### config.mk
export PLATFORM = sky130hd
export DESIGN_NAME = reset_gen
export DESIGN_NICKNAME = d
export VERILOG_FILES = /design/src/source/reset_gen.sv
export VERILOG_INCLUDE_DIRS = /design/src /design/src/source
export SDC_FILE = /design/constraint.sdc
export NUM_CORES = 1
export LEC_CHECK = 0
export ABC_AREA = 1
export ABC_CLOCK_PERIOD_IN_PS = 3650
export BUFFER_PORTS_ARGS = -buffer_cell sky130_fd_sc_hd__buf_2
export CAP_MARGIN = 20
export CORE_AREA = 2 2 39 41
export DETAILED_ROUTE_END_ITERATION = 7
export DIE_AREA = 0 0 41 43
export SYNTH_ARGS = -nofsm -noshare
export SYNTH_HDL_FRONTEND = slang
export SYNTH_SLANG_ARGS = --single-unit
### constraint.sdc
create_clock -name clk -period 3.65 [get_ports clk]
set_input_delay 0.73 -clock clk [delete_from_list [all_inputs] [get_ports clk]]
set_output_delay 0.73 -clock clk [all_outputs]
set_load 0.02 [all_outputs]
### src/source/bus_defines.svh
// Bus and board constants for the DE0 style bus system
// Widths, address map, handshake timeout and reset stretch length
`ifndef BUS_DEFINES_SVH
`define BUS_DEFINES_SVH

// Byte address, bit 0 ignored
`define BUS_ADDR_W     16
`define BUS_DATA_W     16

// RAM covers 0x0000..0x03FE
`define RAM_WORDS      512

// Panel registers at base+0, base+2, base+4
`define PANEL_BASE     16'hFF00

// Cycles to wait for slave sync
`define BUS_TIMEOUT    32

// Cycles held in reset after arst_n release
`define RESET_STRETCH  16

`endif

### src/source/reset_gen.sv
// Power-on reset generator
// Synchronizes the board reset and holds the system in reset for a fixed count
`timescale 1ns/1ps

`include "bus_defines.svh"

module reset_gen
(
   input  logic clk,
   input  logic arst_n,
   output logic sys_rst_n
);

   localparam int cnt_w = $clog2(`RESET_STRETCH + 1);

   logic [1:0]       sync_q;                      // Release synchronizer
   logic [cnt_w-1:0] cnt_q;                       // Stretch counter
   logic             rst_q;

   always_ff @(posedge clk or negedge arst_n)
   begin
      if (!arst_n)
      begin
         sync_q <= 2'b00;
         cnt_q  <= '0;
         rst_q  <= 1'b0;
      end
      else
      begin
         sync_q <= {sync_q[0], 1'b1};
         if (sync_q[1] && cnt_q != cnt_w'(`RESET_STRETCH))
            cnt_q <= cnt_q + 1'b1;                // Saturates at the stretch length
         if (sync_q[1] && cnt_q == cnt_w'(`RESET_STRETCH - 1))
            rst_q <= 1'b1;                        // Same edge the count completes
      end
   end

   assign sys_rst_n = rst_q;                      // Asserted async with arst_n

endmodule

==> impl_summary.md <==
CTS
CTS placed an instance of clkbuf_4 at the clock tree root. The buffer levels on the longest clock path is 2. The CTS clock-pin slew for the worst setup and hold paths is 50 ps. The number of sinks handled by clock tree synthesis is 8. Clock latency on the worst-skew pair, taken at its later pin, is 250 ps.

The number of buffers added for setup after CTS is 0. The total clock buffers created by CTS is 3. The post-cts hold buffer count is 0. The CTS tree is built. The deepest level of the CTS H-tree is 1. In this run, post-CTS repair resized a total of 0 instances.

Power
The power density over the cells is 680 mW/mm2. The total power is 0.293 mW. Summed over all cells, the static leakage comes to 0.243 nW. Across the VDD grid, the largest voltage drop is 0.220 mV.

Synthesis
The area share of the leading cell type in the synthesized netlist is 0.528. Synthesis produced 43 cells. The net count after synthesis is 48.

The share of the Yosys chip area taken by registers is 0.528. The post-synth design cell area is 379 um2. The unique cell type count in the Yosys netlist is 13. Counting flops and latches in the post-synthesis netlist gives 8. The dominant cell type by area after synthesis is dfrtp_1. By area the synthesized netlist is led by dfrtp_1, nand2_1, ha_1.

The average size of a mapped cell is ~9 um2. The synthesis warning total is 0.

Drt
Dividing the detail-routed wire length by the instance count gives 9.23 um. The routed via count is between 200 and 300. The first TritonRoute pass finished after 4 iterations. The final routed DRC violation total is 0. In this run, the number of DRC markers left after iteration 0 of detailed routing was 7. Once detail routing completed, the nets flagged for antenna violations numbered 0. Using the TritonRoute via totals, the vias-per-cell ratio works out to 4.31.

After detailed routing, the total wire length is 591 um.

Die
The number of ports placed on the die boundary is 3. The floorplan die width is 41 um. The die outline height is 43 um. The initial cell density of the core is 0.274.

The total number of placement rows is 14. The region available for standard cell placement spans 0.00138 mm2. The die area is about 0.0018 mm2.

Placed design
The number of input and output port buffers inserted is 2. Once placement completed, the tool counted placed cells totaling just over 60. The pre-CTS worst setup slack is 2370 ps. The final weighted congestion in routability-driven placement is 0.701.

The post-detailed-placement half-perimeter wirelength is 451 um.

Critical path
Walking the worst path, the cells encountered are buf_2. The startpoint of the worst-slack reg-to-reg timing path is cnt_q[0]. The data arrival time of the critical path is a little under 800 ps. STA classifies the critical path endpoint as a primary output.

For the worst setup path, the data required time is 2920 ps. The number of buffers and inverters on the critical path is 1. The critical-path maximum fanout is 2. The startpoint kind of the worst setup timing path is a flip-flop. The cell type group with the largest total delay on the critical path is flip-flops. The most critical setup path has its startpoint at sys_rst_n. The delay of the slowest cell on the worst path is between 300 and 400 ps.

The setup path with the least slack is of type flip-flop to primary output. The setup slack of the most critical reg-to-reg path is 2360 ps. The slowest stage of the critical path belongs to the cell dfrtp_1.

Run
The count of maximum capacitance violations is 0.

Timing
The number of slew-limit violations in the final report is 0. The total of endpoints with negative setup slack in the final report is 0. In the final timing run, aggregate negative setup slack is 0 ps. The final clock skew is 5.03 ps.

The final hold violation count came to 0. The worst path in the final design needs a cycle of 1500 ps, including I/O delays and setup. Setup repair after global routing left no endpoint under its margin. The top achievable clock speed is 665 MHz. The post-route fraction of the period consumed by the critical path is 0.412. Setup slack closes at 2150 ps.

Layout
The layout overhead on the synthesized area is 13.9%. Of the cells placed in the final design, the portion with a size suffix greater than 1 is 0.167. The count of filler cells inserted in the layout is 148. The count of non-filler cells in the finished layout is between 60 and 70. The total area of multi-input combinational cells is 153 um2. The net count reported at finish is 55.

For this run, the share of the core covered by cells in the final layout is 0.312. The sequential cells in the finished layout cover a total of 200 um2. The number of antenna repair diodes is 0.

Min path
The path category of the worst min-delay check is input pin to asynchronous set/reset pin.

Global route
The total global routing overflow is 0. The largest net degree at the start of global routing is 9. The first global-routing pass estimated 1040 um of wire. The total routing resource utilization after global routing is 0.0961. The initial antenna violation count is 0. The number of global-route vias before repair is about 250.

Status
The run finished with clean final reports.
==> final timing paths <==
check	cells after the start	end
max	1	sys_rst_n
min	1	cnt_q[4]
max reg2reg	7	cnt_q[4]
min reg2reg	0	sync_q[1]
max in group asynchronous	1	sync_q[0]
min in group clk	0	sync_q[1]
==> synth_stat cells <==
library cell  number
nand2_1           13
dfrtp_1            8
inv_1              7
ha_1               3
nand3_1            3
nor2_1             2
a21o_2             1
conb_1             1
nand2_2            1
nor2_2             1
nor3_1             1
o21ai_0            1
xor2_1             1
==> area by class of cell <==
type	instances	area share
clock buffers	3	0.0522
inverters	7	0.0609
multi-input cells	28	0.354
flip-flops and latches	8	0.464
well taps	16	0.0464
repair buffers	2	0.0232
==> cells by family (layout without fill, tap and decap cells) <==
| group | Yosys count | in the layout | synth area share |
|---|---|---|---|
| adders and majority gates | 3 | 3 | 0.0990 |
| buffers and inverters | 7 | 12 | 0.0693 |
| and+or+nand+nor | 21 | 21 | 0.234 |
| xor gates and xnor gates | 1 | 1 | 0.0231 |
| AOI/OAI and AO/OA | 2 | 2 | 0.0363 |
| other | 1 | 1 | 0.00989 |
| DFF | 8 | 8 | 0.528 |
==> stage by stage <==
step                instance area, um2  hold slack (ps)
finish                             432              311
global route                       432              306
CTS                                432              310
detailed placement                 409              337
global placement                   409              334
floorplan                          379              331
==> sequential cells by signal, indices dropped and copies added, names as in the netlist <==
register and cells:
cnt_q 5, sync_q 2, sys_rst_n 1
==> routing by layer <==
layer | wire (um) | track usage | vias up
li1 | - | - | 141
met1 | 298 | 0.112 | 129
met2 | 248 | 0.116 | 6
met3 | 44 | 0.0942 | 0
met4 | 0 | 0.0400 | 0
met5 | 0 | 0 | -
==> layout by cell type (no fill, tap or decap) <==
| cell | count |
|---|---|
| nand2_1 | 13 |
| dfrtp_1 | 8 |
| inv_1 | 7 |
| nand3_1 | 3 |
| ha_1 | 3 |
| clkbuf_4 | 3 |
| nor2_1 | 2 |
| buf_2 | 2 |
| nor3_1 | 1 |
| nand2_2 | 1 |
| o21ai_0 | 1 |
| nor2_2 | 1 |
| xor2_1 | 1 |
| a21o_2 | 1 |
| conb_1 | 1 |
==> power breakdown <==
| part | total (mW) | internal [mW] | switching (mW) |
|---|---|---|---|
| clock network | 0.0659 | 0.0375 | 0.0284 |
| logic | 0.0820 | 0.0348 | 0.0472 |
| registers | 0.145 | 0.118 | 0.0275 |
No activity file was read; power rests on OpenSTA's default activity.
