File: src/source/bus_defines.svh
// Bus and board constants for the DE0 style bus system
// Widths, address map, handshake timeout and reset stretch length
`ifndef BUS_DEFINES_SVH
`define BUS_DEFINES_SVH

// Byte address, bit 0 ignored
`define BUS_ADDR_W     16
`define BUS_DATA_W     16

// RAM covers 0x0000..0x03FE
`define RAM_WORDS      512

// Panel registers at base+0, base+2, base+4
`define PANEL_BASE     16'hFF00

// Cycles to wait for slave sync
`define BUS_TIMEOUT    32

// Cycles held in reset after arst_n release
`define RESET_STRETCH  16

`endif

File: src/source/bus_pkg.sv
// Bus types shared by the master and the slaves
// Address and data words, master cycle state encoding
package bus_pkg;

`include "bus_defines.svh"

   typedef logic [`BUS_ADDR_W-1:0] bus_addr_t;    // Byte address
   typedef logic [`BUS_DATA_W-1:0] bus_word_t;    // Data word

   // Bus cycle sequence of the master
   typedef enum logic [2:0]
   {
      ms_idle,                                    // Waiting for a command
      ms_address,                                 // Address and data set up
      ms_wait_sync,                               // msyn high, waiting for ssyn
      ms_release,                                 // msyn low, waiting for ssyn low
      ms_respond                                  // Response pulse
   } master_state_t;

endpackage

File: src/source/bus_master.sv
// Bus master with a command/response port
// Runs one msyn/ssyn read or write cycle per command, with a bus timeout
`timescale 1ns/1ps

`include "bus_defines.svh"

module bus_master
(
   input  logic               clk,
   input  logic               arst_n,
   input  logic               cmd_valid,
   input  logic               cmd_write,
   input  bus_pkg::bus_addr_t cmd_addr,
   input  bus_pkg::bus_word_t cmd_wdata,
   output logic               cmd_ready,
   output logic               rsp_valid,
   output bus_pkg::bus_word_t rsp_rdata,
   output logic               rsp_error,
   output bus_pkg::bus_addr_t bus_addr,
   output bus_pkg::bus_word_t bus_wdata,
   output logic               bus_write,
   output logic               bus_msyn,
   input  logic               bus_ssyn,
   input  bus_pkg::bus_word_t bus_rdata
);

   import bus_pkg::*;

   localparam int tmo_w = $clog2(`BUS_TIMEOUT + 1);

   master_state_t    state, state_next;
   logic [tmo_w-1:0] tmo_cnt;                     // Cycles spent in wait_sync
   logic             accept;                      // Command handshake
   logic             timeout;
   logic             cycle_end;                   // Leaving wait_sync

   assign accept    = cmd_valid & cmd_ready;
   assign timeout   = (tmo_cnt == tmo_w'(`BUS_TIMEOUT));
   assign cycle_end = (state == ms_wait_sync) && (state_next == ms_release);

   always_comb
   begin
      state_next = state;
      case (state)
         ms_idle:
         begin
            if (accept)
               state_next = ms_address;
         end
         ms_address:
            state_next = ms_wait_sync;            // msyn one cycle after address
         ms_wait_sync:
         begin
            if (bus_ssyn || timeout)
               state_next = ms_release;
         end
         ms_release:
         begin
            if (!bus_ssyn)
               state_next = ms_respond;           // Slave has let go of ssyn
         end
         ms_respond:
            state_next = ms_idle;
         default:
            state_next = ms_idle;
      endcase
   end

   always_ff @(posedge clk or negedge arst_n)
   begin
      if (!arst_n)
      begin
         state     <= ms_idle;
         tmo_cnt   <= '0;
         cmd_ready <= 1'b0;                       // Held low through system reset
         rsp_error <= 1'b0;
      end
      else
      begin
         state     <= state_next;
         cmd_ready <= (state_next == ms_idle);
         if (state == ms_wait_sync)
            tmo_cnt <= tmo_cnt + 1'b1;
         else
            tmo_cnt <= '0;
         if (cycle_end)
            rsp_error <= !bus_ssyn;               // No slave answered
      end
   end

   // Command latch and response data
   always_ff @(posedge clk)
   begin
      if (accept)
      begin
         bus_addr  <= cmd_addr;
         bus_wdata <= cmd_wdata;
         bus_write <= cmd_write;
      end
      if (cycle_end)
         rsp_rdata <= (bus_ssyn && !bus_write) ? bus_rdata : '0;
   end

   assign bus_msyn  = (state == ms_wait_sync);
   assign rsp_valid = (state == ms_respond);

   // A new cycle must not start over a slave still holding ssyn
   a_msyn_after_ssyn: assert property (@(posedge clk) disable iff (!arst_n)
      $rose(bus_msyn) |-> !bus_ssyn);

   // One response pulse per command
   a_rsp_pulse: assert property (@(posedge clk) disable iff (!arst_n)
      rsp_valid |=> !rsp_valid);

endmodule

File: config.mk
export PLATFORM = sky130hd
export DESIGN_NAME = bus_master
export DESIGN_NICKNAME = d
export VERILOG_FILES = /design/src/source/bus_pkg.sv /design/src/source/bus_master.sv
export VERILOG_INCLUDE_DIRS = /design/src /design/src/source
export SDC_FILE = /design/constraint.sdc
export NUM_CORES = 1
export LEC_CHECK = 0
export ABC_AREA = 1
export BUFFER_PORTS_ARGS = -buffer_cell sky130_fd_sc_hd__buf_4
export CORE_MARGIN = 2
export CORE_UTILIZATION = 47
export CTS_BUF_LIST = sky130_fd_sc_hd__clkbuf_8
export DETAILED_ROUTE_END_ITERATION = 8
export PLACE_DENSITY_LB_ADDON = 0.2
export SLEW_MARGIN = 5
export SYNTH_ARGS = -nofsm -noshare
export SYNTH_HDL_FRONTEND = slang
export SYNTH_SLANG_ARGS = --single-unit
File: constraint.sdc
create_clock -name clk -period 1.95 [get_ports clk]
set_input_delay 0.39 -clock clk [delete_from_list [all_inputs] [get_ports clk]]
set_output_delay 0.39 -clock clk [all_outputs]
set_load 0.02 [all_outputs]
==> impl_metrics.json <==
{
  "grt_setup_unrepaired": "false",
  "regToRegStartpoint": "state[2]",
  "clockRootBuffer": "sky130_fd_sc_hd__clkbuf_8",
  "synth.top_cell.area_share_pct": 65.8,
  "cts-buffers-inserted": 9,
  "netlist_instances": 151,
  "vias_per_cell": 4.50,
  "area.growth.synth_to_final_pct": 47.5,
  "netlist-cell-type-count": 16,
  "fp.dieArea_mm2": 0.00533,
  "post_layout_net_count": 324,
  "fmaxAchievable_mhz": 588,
  "finalWorstSetupSlack_ps": 250,
  "antenna_cells": 0,
  "p_per_area_mw_per_mm2": 1170,
  "grt_pass1_wl_um": 6380,
  "antenna_left": 0,
  "critPathMaxStageDelay_ps": 440,
  "detail_route.iter0.violations": 115,
  "num_rows": 25,
  "critical_path_arrival_ps": 1310,
  "ctsResizeCount": 0,
  "worstHoldPathType": "input port to flop",
  "buffer_ports.inserted": 105,
  "dieWidth_um": 73.0,
  "p_leak_uw": 0.00151,
  "final-instance-count-excl-fill": 328,
  "clockBufferDepth": 2,
  "ir_drop_mv": 0.723,
  "pin_count_of_the_biggest_net_entering_global_routing": 34,
  "clk_pin_slew_worst_paths_ps": 70,
  "regToRegSetupSlack_ps": 400,
  "detailed_place_hpwl_um": 3140,
  "timing_worst_slew_pin_value_ps": 422,
  "cts_sinks": 60,
  "rr_worst_depth": 4,
  "crit_path_cell_trace": "nor3_4 > buf_4",
  "place_inst": 311,
  "initial_utilization_pct": 48.0,
  "synth_seq_area_share_pct": 78.1,
  "preCtsSetupSlack_ps": 417,
  "antenna_found_initial": 0,
  "timing.setup.critical_path_class": "flop to primary output",
  "setup-tns-final_ps": 0,
  "drc_errors": 0,
  "avgSynthCellArea_um2": 14.8,
  "clkLatencyLatePin_ps": 330,
  "synth-seq-cells": 60,
  "min_from": "cmd_wdata[15]",
  "min_period_over_period_pct": 87.2,
  "worstSetupStartpointType": "flop",
  "ys.warnings.count": 0,
  "finalInstanceArea_mm2": 0.00330,
  "pin_count": 106,
  "wirelength_um": 4270,
  "first_pass_iters": 4,
  "yosys_top_cell_by_area": "sky130_fd_sc_hd__edfxtp_1",
  "drive_above_1_share_pct": 48.5,
  "synth_nets": 206,
  "first_global_vias": 1367,
  "dieHeight_um": 73.0,
  "timing.final.max_slew_violations": 0,
  "critical_path_peak_fanout": 8,
  "critical-path-slowest-cell": "sky130_fd_sc_hd__dfrtp_1",
  "route.vias.total": 1476,
  "final_replace_weighted_congestion": 0.764,
  "globalRouteOverflowTotal": 0,
  "placeableCoreArea_mm2": 0.00466,
  "holdPathStages": 1,
  "whs_endpoint": "bus_wdata[15]",
  "avgRoutedWirePerCell_um": 13.0,
  "global_route.usage.total_pct": 17.0,
  "relSlewSlack_pct": 71.9,
  "final_hold_viol_count": 0,
  "synth_area_leaders": "sky130_fd_sc_hd__edfxtp_1 (66%), sky130_fd_sc_hd__dfrtp_1 (12%), sky130_fd_sc_hd__inv_1 (5.0%)",
  "synth.cell_area_mm2": 0.00224,
  "critical_path.reg2reg.endpoint": "rsp_rdata[14]",
  "run_status": "finished clean",
  "finalSetupViolations": 0,
  "finalClockSkew_ps": 4.04,
  "cts_tree": "built",
  "cts.htree.levels": 3,
  "report.power.total_uw": 3870,
  "placement.cell_area_mm2": 0.00308,
  "min_period_ps": 1700,
  "cp-end-kind": "primary output",
  "max_cap_violations": 0,
  "cp.required_ps": 1560
}
## flip-flops by register name, summed over array words and instances, names as in the netlist
name	flops
cmd_ready	1
state	3
bus_wdata	16
rsp_error	1
rsp_rdata	16
bus_addr	16
tmo_cnt	6
bus_write	1
## cells by family after synthesis
family / Yosys count / share of synthesized area [%]
DFF: 60 / 78.1
buffers and inverters: 33 / 6.60
adders and majority gates: 2 / 1.12
AOI/OAI and AO/OA: 7 / 1.57
and+or+nand+nor: 49 / 12.6
## placed cells by master, fill, tap and decap left out
master                          count
sky130_fd_sc_hd__nor3_1             2
sky130_fd_sc_hd__dlygate4sd3_1      1
sky130_fd_sc_hd__nor3_4             1
sky130_fd_sc_hd__edfxtp_1          49
sky130_fd_sc_hd__a21oi_1            3
sky130_fd_sc_hd__nand3_1            5
sky130_fd_sc_hd__clkinv_1           3
sky130_fd_sc_hd__inv_1             30
sky130_fd_sc_hd__o21ai_0            4
sky130_fd_sc_hd__buf_4            108
sky130_fd_sc_hd__nand2_1           12
sky130_fd_sc_hd__nor2_1            18
sky130_fd_sc_hd__nor2_4            10
sky130_fd_sc_hd__clkinv_2           2
sky130_fd_sc_hd__dfrtp_1           11
sky130_fd_sc_hd__inv_2              1
sky130_fd_sc_hd__clkbuf_8           9
sky130_fd_sc_hd__or2_1              1
sky130_fd_sc_hd__ha_1               2
sky130_fd_sc_hd__bufinv_16          2
## report_power, final
part | leakage (µW) | total, µW | internal (µW) | switching (µW)
Sequential | 0.000601 | 1760 | 1660 | 96.8
Clock | 0.000105 | 1150 | 701 | 448
Combinational | 0.000803 | 960 | 386 | 574
Total | 0.00151 | 3870 | 2750 | 1120
## per-stage QoR
| stage | hold WS, ps | utilization [%] |
|---|---|---|
| finish | 235 | 70.8 |
| global route | 207 | 70.8 |
| CTS | 220 | 70.8 |
| detailed placement | 232 | 66.2 |
| global placement | 233 | 66.2 |
| floorplan | 94.4 | - |
## per-layer routing
layer / track usage [%] / part of all wire, % / vias to the layer above
li1: - / - / 730
met1: 18.5 / 38 / 678
met3: 7.73 / 7.7 / 8
met5: 0 / 0 / -
met2: 27.4 / 53 / 60
met4: 9.26 / 1.9 / 0
## worst max path at each step
stage / endpoint / slack, ps / startpoint
final: bus_msyn / 250 / state[2]
after global routing: bus_msyn / 160 / state[2]
after CTS: bus_msyn / 240 / state[2]
after detailed placement: rsp_rdata[8] / 420 / state[2]
after global placement: rsp_rdata[8] / 470 / tmo_cnt[0]
after floorplan: rsp_rdata[0] / 280 / state[2]
## repair_timing
item,in CTS,in global routing
hold buffers,1,0
hold endpoints to repair,11,0
setup buffers,0,0
## cells in the mapped netlist, drive strengths merged
master	count
edfxtp	49
nand3	5
inv	31
nand2	12
ha	2
buf	2
a21oi	3
or2	1
nor2	28
nor3	3
o21ai	4
dfrtp	11
## cell type report
| class | count | area [µm²] |
|---|---|---|
| repair buffers | 109 | 821 |
| multi-input cells | 58 | 343 |
| flip-flops and latches | 60 | 1750 |
| fillers | 347 | 1360 |
| well taps | 54 | 67.6 |
| inverters | 31 | 116 |
| clock inverters | 7 | 81.3 |
| clock buffers | 9 | 124 |
## worst max-delay path, delay by kind of cell, from the launching register on
kind / cells / cell delay (ps)
DFF: 1 / 440
buffers and inverters: 1 / 210
and+or+nand+nor: 1 / 340
Note: power is estimated with default switching activity, not from simulation.
