<file path="config.mk">
export PLATFORM = sky130hd
export DESIGN_NAME = panel_regs
export DESIGN_NICKNAME = d
export VERILOG_FILES = /design/src/source/bus_pkg.sv /design/src/source/board_pkg.sv /design/src/source/panel_regs.sv
export VERILOG_INCLUDE_DIRS = /design/src /design/src/source
export SDC_FILE = /design/constraint.sdc
export NUM_CORES = 1
export LEC_CHECK = 0
export BUFFER_PORTS_ARGS = -buffer_cell sky130_fd_sc_hd__clkbuf_2
export CORE_ASPECT_RATIO = 0.9
export CORE_UTILIZATION = 47
export DETAILED_ROUTE_END_ITERATION = 8
export GPL_TIMING_DRIVEN = 0
export PLACE_DENSITY_LB_ADDON = 0.05
export REMOVE_ABC_BUFFERS = 1
export SLEW_MARGIN = 30
export SYNTH_ARGS = -nofsm -noshare
export SYNTH_HDL_FRONTEND = slang
export SYNTH_SLANG_ARGS = --single-unit
</file>
<file path="constraint.sdc">
create_clock -name clk -period 2 [get_ports clk]
set_input_delay 0.3 -clock clk [delete_from_list [all_inputs] [get_ports clk]]
set_output_delay 0.3 -clock clk [all_outputs]
set_load 0.02 [all_outputs]
</file>
<file path="src/source/bus_defines.svh">
// Bus and board constants for the DE0 style bus system
// Widths, address map, handshake timeout and reset stretch length
`ifndef BUS_DEFINES_SVH
`define BUS_DEFINES_SVH

// Byte address, bit 0 ignored
`define BUS_ADDR_W     16
`define BUS_DATA_W     16

// RAM covers 0x0000..0x03FE
`define RAM_WORDS      512

// Panel registers at base+0, base+2, base+4
`define PANEL_BASE     16'hFF00

// Cycles to wait for slave sync
`define BUS_TIMEOUT    32

// Cycles held in reset after arst_n release
`define RESET_STRETCH  16

`endif

</file>
<file path="src/source/bus_pkg.sv">
// Bus types shared by the master and the slaves
// Address and data words, master cycle state encoding
package bus_pkg;

`include "bus_defines.svh"

   typedef logic [`BUS_ADDR_W-1:0] bus_addr_t;    // Byte address
   typedef logic [`BUS_DATA_W-1:0] bus_word_t;    // Data word

   // Bus cycle sequence of the master
   typedef enum logic [2:0]
   {
      ms_idle,                                    // Waiting for a command
      ms_address,                                 // Address and data set up
      ms_wait_sync,                               // msyn high, waiting for ssyn
      ms_release,                                 // msyn low, waiting for ssyn low
      ms_respond                                  // Response pulse
   } master_state_t;

endpackage

</file>
<file path="src/source/board_pkg.sv">
// Front panel types for the DE0 board outputs and inputs
// Seven segment digits, LEDs, switches and the slave handshake states
package board_pkg;

   typedef logic [7:0] seg7_t;                    // Active low, bit 7 is the point
   typedef logic [9:0] led_t;                     // Green LEDs
   typedef logic [9:0] sw_t;                      // Toggle switches

   // Slave side of the msyn/ssyn handshake
   typedef enum logic
   {
      ss_idle,                                    // Waiting for msyn
      ss_ack                                      // ssyn high until msyn drops
   } slave_state_t;

endpackage

</file>
<file path="src/source/panel_regs.sv">
// Front panel slave with hex digit and LED registers and switch readback
// Drives four seven segment digits from the hex register nibbles
`timescale 1ns/1ps

`include "bus_defines.svh"

module panel_regs
(
   input  logic               clk,
   input  logic               arst_n,
   input  bus_pkg::bus_addr_t bus_addr,
   input  bus_pkg::bus_word_t bus_wdata,
   input  logic               bus_write,
   input  logic               bus_msyn,
   input  board_pkg::sw_t     sw,
   output logic               ssyn,
   output bus_pkg::bus_word_t rdata,
   output board_pkg::seg7_t   hex0,
   output board_pkg::seg7_t   hex1,
   output board_pkg::seg7_t   hex2,
   output board_pkg::seg7_t   hex3,
   output board_pkg::led_t    led
);

   import bus_pkg::*;
   import board_pkg::*;

   localparam bus_addr_t base = `PANEL_BASE;

   bus_word_t    hex_q;
   led_t         led_q;
   sw_t          sw_meta, sw_sync;                // Switch synchronizer
   bus_word_t    rd_q;
   logic [1:0]   reg_idx;
   logic         sel, start;
   slave_state_t state;

   // Hex nibble to active low segments, point off
   function automatic seg7_t seg7_encode(input logic [3:0] nib);
      logic [6:0] seg;                            // g..a
      case (nib)
         4'h0: seg = 7'h40;
         4'h1: seg = 7'h79;
         4'h2: seg = 7'h24;
         4'h3: seg = 7'h30;
         4'h4: seg = 7'h19;
         4'h5: seg = 7'h12;
         4'h6: seg = 7'h02;
         4'h7: seg = 7'h78;
         4'h8: seg = 7'h00;
         4'h9: seg = 7'h10;
         4'hA: seg = 7'h08;
         4'hB: seg = 7'h03;                       // Lower case b
         4'hC: seg = 7'h46;
         4'hD: seg = 7'h21;                       // Lower case d
         4'hE: seg = 7'h06;
         default: seg = 7'h0E;
      endcase
      return {1'b1, seg};
   endfunction

   assign reg_idx = bus_addr[2:1];
   assign sel     = (bus_addr[`BUS_ADDR_W-1:3] == base[`BUS_ADDR_W-1:3]) && (reg_idx != 2'd3);
   assign start   = (state == ss_idle) && bus_msyn && sel;

   always_ff @(posedge clk or negedge arst_n)
   begin
      if (!arst_n)
      begin
         state   <= ss_idle;
         hex_q   <= '0;
         led_q   <= '0;
         sw_meta <= '0;
         sw_sync <= '0;
      end
      else
      begin
         sw_meta <= sw;
         sw_sync <= sw_meta;
         if (start)
            state <= ss_ack;
         else if (state == ss_ack && !bus_msyn)
            state <= ss_idle;
         if (start && bus_write && reg_idx == 2'd0)
            hex_q <= bus_wdata;
         if (start && bus_write && reg_idx == 2'd1)
            led_q <= bus_wdata[9:0];              // Switch writes fall through
      end
   end

   always_ff @(posedge clk)
   begin
      if (start)
      begin
         case (reg_idx)
            2'd0:    rd_q <= hex_q;
            2'd1:    rd_q <= {6'b0, led_q};
            default: rd_q <= {6'b0, sw_sync};
         endcase
      end
   end

   assign ssyn  = (state == ss_ack);
   assign rdata = ssyn ? rd_q : '0;
   assign hex0  = seg7_encode(hex_q[3:0]);        // Rightmost digit
   assign hex1  = seg7_encode(hex_q[7:4]);
   assign hex2  = seg7_encode(hex_q[11:8]);
   assign hex3  = seg7_encode(hex_q[15:12]);
   assign led   = led_q;

   a_panel_ssyn: assert property (@(posedge clk) disable iff (!arst_n)
      $rose(ssyn) |-> bus_msyn);

endmodule

</file>
==> results.cfg, run 1 <==
[detailed_routing]
wl_per_cell_um = 14.9
drt_pass1_iterations = 4
ant_nets = 0
drtIter0Drc = 60
drt-vias-per-instance = 5.11
via_count = 2677
routed_wl_um = 7830
drc = 0

[global_routing]
gr-usage-met2_pct = 33.1
busiest_layer = met2
grt_overflow_total = 0
grt_max_degree = 48
grt_pass1_wl_um = 12400
grt_usage_pct = 20.8
met3_usage_pct = 4.83
antenna_found_initial = 0
use_met1_pct = 28.9
grt_pass1_vias = 2485

[critical_path]
r2r_cells = 4
reg2reg_slack_ps = 90
crit_family = multiplexers
cp_max_fo = 4
cp_cell_sequence = buf_6 > ha_2 > mux4_2 > buf_8
cp-start-kind = register
cp_num_buf_inv = 2
crit_slowest_cell = mux4_2
critPathArrivalTime_ps = 1780
endpoint_kind = primary output
cp.required_ps = 1700
regToRegStartpoint = ssyn
rr_endpoint = hex_q[12]
crit_type = register to primary output
slowest_delay_ps = 500

[cts]
clock_latency_ps = 330
hold_buffers = 0
clock_path_buffers = 2
cts_made_buffers = 9
path_clk_slew_ps = 80
clock-sinks = 63
cts-root-buf = clkbuf_8
htreeDepth = 3
cts_tree = built

[floorplanning]
die-height_um = 83.8
rows = 29
boundaryPins = 105
core-area_um2 = 7110
die_area_um2 = 7790
initial_core_util_pct = 49.2
fp.dieW_um = 92.9

[timing]
clock.fmax_mhz = 481
timing.final.ws_setup_ps = -77.3
finalSetupTns_ps = -202
final_hold_viol_count = 0
rsz0062_at_grt = yes
setup_viol = 4
slew-limit-headroom_pct = 56.6
fin_hold_ws_ps = 23.7
tightest_slew_ps = 651
period_minus_slack_ps = 2080
drv_slew = 0
post-route-period-util_pct = 104
final.setup_skew_ps = 11.0

[synth]
syn_avg_cell_area_um2 = 11.6
synth_adder_area_share_pct = 8.59
synth.distinct_cells = 42
yosys_most_used_dff = dfrtp_1
muxShareOfSynthArea_pct = 17.2
synth_edf_count = 16
synth_xor_area_share_pct = 0
ys_warn_count = 0
seq_area_frac_synth_pct = 47.4
synth.ff_latch_count = 63
async_flop_share_pct = 74.6
synth-compound-area-share_pct = 7.59
synth_top_family_by_area = multiplexers
postSynthCellCount = 302
synth_area_um2 = 3500
yosys.area_share.simple_pct = 14.4

[cells_and_area]
fillers = 546
drive_gt1_share_pct = 55.5
num_antenna_cells = 0
area_growth_pct = 36.8
final_cells = 524
utilization_pct = 67.2
fin_nets = 496

[power_and_ir_drop]
p_leak_nw = 2.26
powerDensity_nw_per_um2 = 567
ir_drop_mv = 0.505

[placement]
hpwl_um = 4730
placedCellCount = 475
io_buffers = 99
place_congestion = 0.821

[outcome]
violations = setup timing
status = finished, violations left

[worst_hold_path]
hold_path.class = primary input to asynchronous set/reset pin

[flow_run]
maxCapViolations = 0
-- cells in the mapped netlist (7+ instances only) --
cell type	instances	share of area (%)
edfxtp_1	16	14
o21ai_0	24	3.4
nor2_1	12	1.3
mux2_2	19	6.1
and2_2	7	1.5
mux2_4	10	4.3
ha_1	24	8.6
inv_1	12	1.3
nand2_1	31	3.3
clkbuf_1	15	1.6
dfrtp_1	47	34
and2_1	13	2.3
mux2i_1	17	4.9
-- layout make-up --
cell class / count / area, µm² / share of cell area (%)
multi-input combinational: 209 / 1870 / 39.1
clock inverter: 5 / 80.1 / 1.67
inverter: 12 / 60.1 / 1.26
sequential: 63 / 1680 / 35.0
tap: 93 / 116 / 2.43
clock buffer: 11 / 151 / 3.17
timing repair buffer: 131 / 828 / 17.3
-- cells in the final DEF (no fill, tap or decap), types with 7 or more instances in the layout --
master / count
clkbuf_2: 87
dfrtp_1: 34
nand2_1: 31
buf_4: 30
mux2_2: 19
o21ai_0: 19
mux2i_1: 17
edfxtp_1: 16
and2_1: 13
dfrtp_2: 12
ha_1: 11
clkbuf_8: 11
mux2_4: 10
ha_4: 10
nor2_1: 8
buf_6: 8
and2_2: 7
-- per-stage QoR --
step / setup slack (ps) / area (µm²) / power, mW
6_report: -77.3 / 4780 / 2.71
3_3_place_gp: -648 / 4000 / 1.48
2_1_floorplan: -173 / 3390 / 1.39
5_1_grt: -116 / 4780 / 2.81
4_1_cts: -59.4 / 4650 / 2.73
3_5_place_dp: -514 / 4000 / 1.48
-- power by group --
| part | switching, mW | internal (mW) | leakage, nW |
|---|---|---|---|
| registers | 0.00532 | 1.34 | 0.734 |
| clock network | 0.490 | 0.767 | 0.112 |
| logic | 0.0683 | 0.0448 | 1.41 |
-- worst reg2reg max path, stage by stage (launching register included) --
cell,delay [ps]
dfrtp_4,520
nor4b_4,280
nand3_4,170
or3_4,500
mux2_4,330
-- metal layers --
metal	share of wire, %	wire, µm
met3	5.4	420
met1	45	3560
met4	0.49	38
met5	0	0
met2	49	3810
-- sequential cells by signal, summed over array words and instances (netlist names) --
signal / flops
sw_meta: 10
ssyn: 1
rd_q: 16
led: 10
sw_sync: 10
hex_q: 16
-- timing repair --
item,in CTS,in global routing
cloned,1,0
pin swaps,9,9
gates resized for setup,66,33
setup buffers,24,8
setup endpoints to repair,59,31
-- how the worst max path moves through the flow --
stage	from	end	cells after the start
after floorplan	ssyn	hex_q[10]	4
after global placement	ssyn	rd_q[4]	3
after detailed placement	ssyn	hex_q[12]	4
after CTS	hex_q[8]	hex2[3]	5
after global routing	hex_q[0]	hex0[3]	5
final	hex_q[8]	hex2[3]	4
-- cells by family (layout without fill, tap and decap cells) --
group	count (synthesis)	in the layout
other	1	4
buffers and inverters	34	159
AO/OA/AOI/OAI	43	43
flip-flops	63	63
multiplexers	49	49
adder cells (fa/ha/maj)	24	24
AND/OR/NAND/NOR	88	89
Note: power is estimated with default switching activity, not from simulation.
==> inputs of run 2 (changes only) <==
- CORE_MARGIN: default -> 2
==> run 2 against run 1 <==
The run still ends with setup timing left. Non-clock buffer count fell by 2. Critical path depth increased by 1. Maximum frequency fell by 0.10%. Wire length is 2.2% higher. Setup slack worse by 2.2 ps. Critical path type unchanged.
==> results.cfg, run 2 (synthesis gave the netlist of run 1 again) <==
[outcome]
status = finished, violations left
violations = setup timing

[critical_path]
cp.required_ps = 1700
crit_slowest_cell = mux4_2
slowest_delay_ps = 460
critPathArrivalTime_ps = 1780
crit_family = multiplexers
reg2reg_slack_ps = 120
endpoint_kind = primary output
regToRegStartpoint = ssyn
rr_endpoint = hex_q[11]
r2r_cells = 4
cp_num_buf_inv = 3
crit_type = register to primary output
cp_max_fo = 5
cp-start-kind = register
cp_cell_sequence = clkinv_4 > ha_4 > inv_2 > mux4_2 > buf_8

[global_routing]
grt_overflow_total = 0
grt_pass1_vias = 2463
antenna_found_initial = 0
grt_pass1_wl_um = 12500
grt_max_degree = 48
grt_usage_pct = 20.5

[detailed_routing]
via_count = 2649
wl_met3_um = 479
highest_layer = met4
drtIter0Drc = 129
wl_per_cell_um = 15.3
wl_met2_um = 3830
met1Wirelength_um = 3620
ant_nets = 0
drc = 0
drt-vias-per-instance = 5.07
drt_pass1_iterations = 4
routed_wl_um = 8000

[timing]
clock.fmax_mhz = 481
rsz0062_at_grt = yes
period_minus_slack_ps = 2080
fin_hold_ws_ps = 9.48
timing.final.ws_setup_ps = -79.5
final.setup_skew_ps = 7.74
setup_viol = 5
tightest_slew_ps = 657
slew-limit-headroom_pct = 56.2
final_hold_viol_count = 0
post-route-period-util_pct = 104
drv_slew = 0

[floorplanning]
die_area_um2 = 8140
boundaryPins = 105
die-height_um = 85.8
core-area_um2 = 7110
fp.dieW_um = 94.9
initial_core_util_pct = 49.2
rows = 29

[cts]
clock_latency_ps = 340
cts-root-buf = clkbuf_8
cts_tree = built
hold_buffers = 0
cts_made_buffers = 9
clock_path_buffers = 2
clock-sinks = 63
htreeDepth = 3
path_clk_slew_ps = 70

[cells_and_area]
final_common_cell = clkbuf_2
area_growth_pct = 35.5
drive_gt1_share_pct = 55.5
top_regs = hex_q: 16 flops, rd_q: 16 flops
num_antenna_cells = 0
layout_common_cells = clkbuf_2 (82), dfrtp_1 (34), nand2_1 (30)
fin_nets = 494

[power_and_ir_drop]
powerDensity_nw_per_um2 = 513
ir_drop_mv = 0.517
p_leak_nw = 2.24

[placement]
dpl_worst_slack_ps = -518
io_buffers = 99
place_congestion = 0.821
hpwl_um = 4930

[flow_run]
maxCapViolations = 0

[worst_hold_path]
hold_path.class = primary input to asynchronous set/reset pin
-- run 2: worst register-to-register path, cell delays in order (launching register included) --
cell and delay (ps):
dfrtp_2 430, nor4b_4 310, nand3_2 200, or3_4 480, mux2_4 330
-- run 2: how the worst max path moves through the flow --
| stage | cells after the start | slack (ps) | start | endpoint |
|---|---|---|---|---|
| 6_report | 5 | -80 | hex_q[4] | hex1[3] |
| 5_1_grt | 5 | -150 | hex_q[8] | hex2[3] |
| 4_1_cts | 5 | -100 | hex_q[8] | hex2[3] |
| 3_5_place_dp | 4 | -520 | ssyn | led[2] |
| 3_3_place_gp | 3 | -630 | ssyn | rd_q[1] |
| 2_1_floorplan | 4 | -170 | ssyn | hex_q[10] |
-- run 2: cell type report --
type	count	area (µm²)
fill	584	2370
multi-input combinational	209	1890
sequential	63	1670
timing repair buffer	129	812
clock buffer	13	159
tap	93	116
inverter	12	70.1
clock inverter	3	16.3
-- run 2: layer usage --
| metal | vias to the layer above | GRT usage (%) |
|---|---|---|
| met5 | - | 0 |
| met4 | 0 | 5.27 |
| met3 | 6 | 6.85 |
| met2 | 86 | 33.3 |
| met1 | 1265 | 26.5 |
| li1 | 1292 | - |
-- run 2: what timing repair did --
action,4_1_cts,5_1_grt
buffers inserted,28,2
gates resized for setup,73,45
setup endpoints to repair,61,19
pin swaps,12,5
cloned,1,0
-- run 2: stage by stage --
stage,cells,util (%),instance area [µm²],setup TNS (ps),power [mW]
after floorplan,283,-,3390,-5130,1.39
after global placement,475,56.2,4000,-23510,1.48
after detailed placement,475,56.3,4000,-16890,1.48
after CTS,520,65.3,4640,-237,2.46
after global routing,522,66.6,4740,-752,2.54
final,522,66.6,4740,-282,2.43
-- run 2: power breakdown --
part | switching [mW] | leakage [nW] | internal (mW)
clock network | 0.462 | 0.0937 | 0.515
logic | 0.0665 | 1.41 | 0.0444
registers | 0.00509 | 0.734 | 1.34
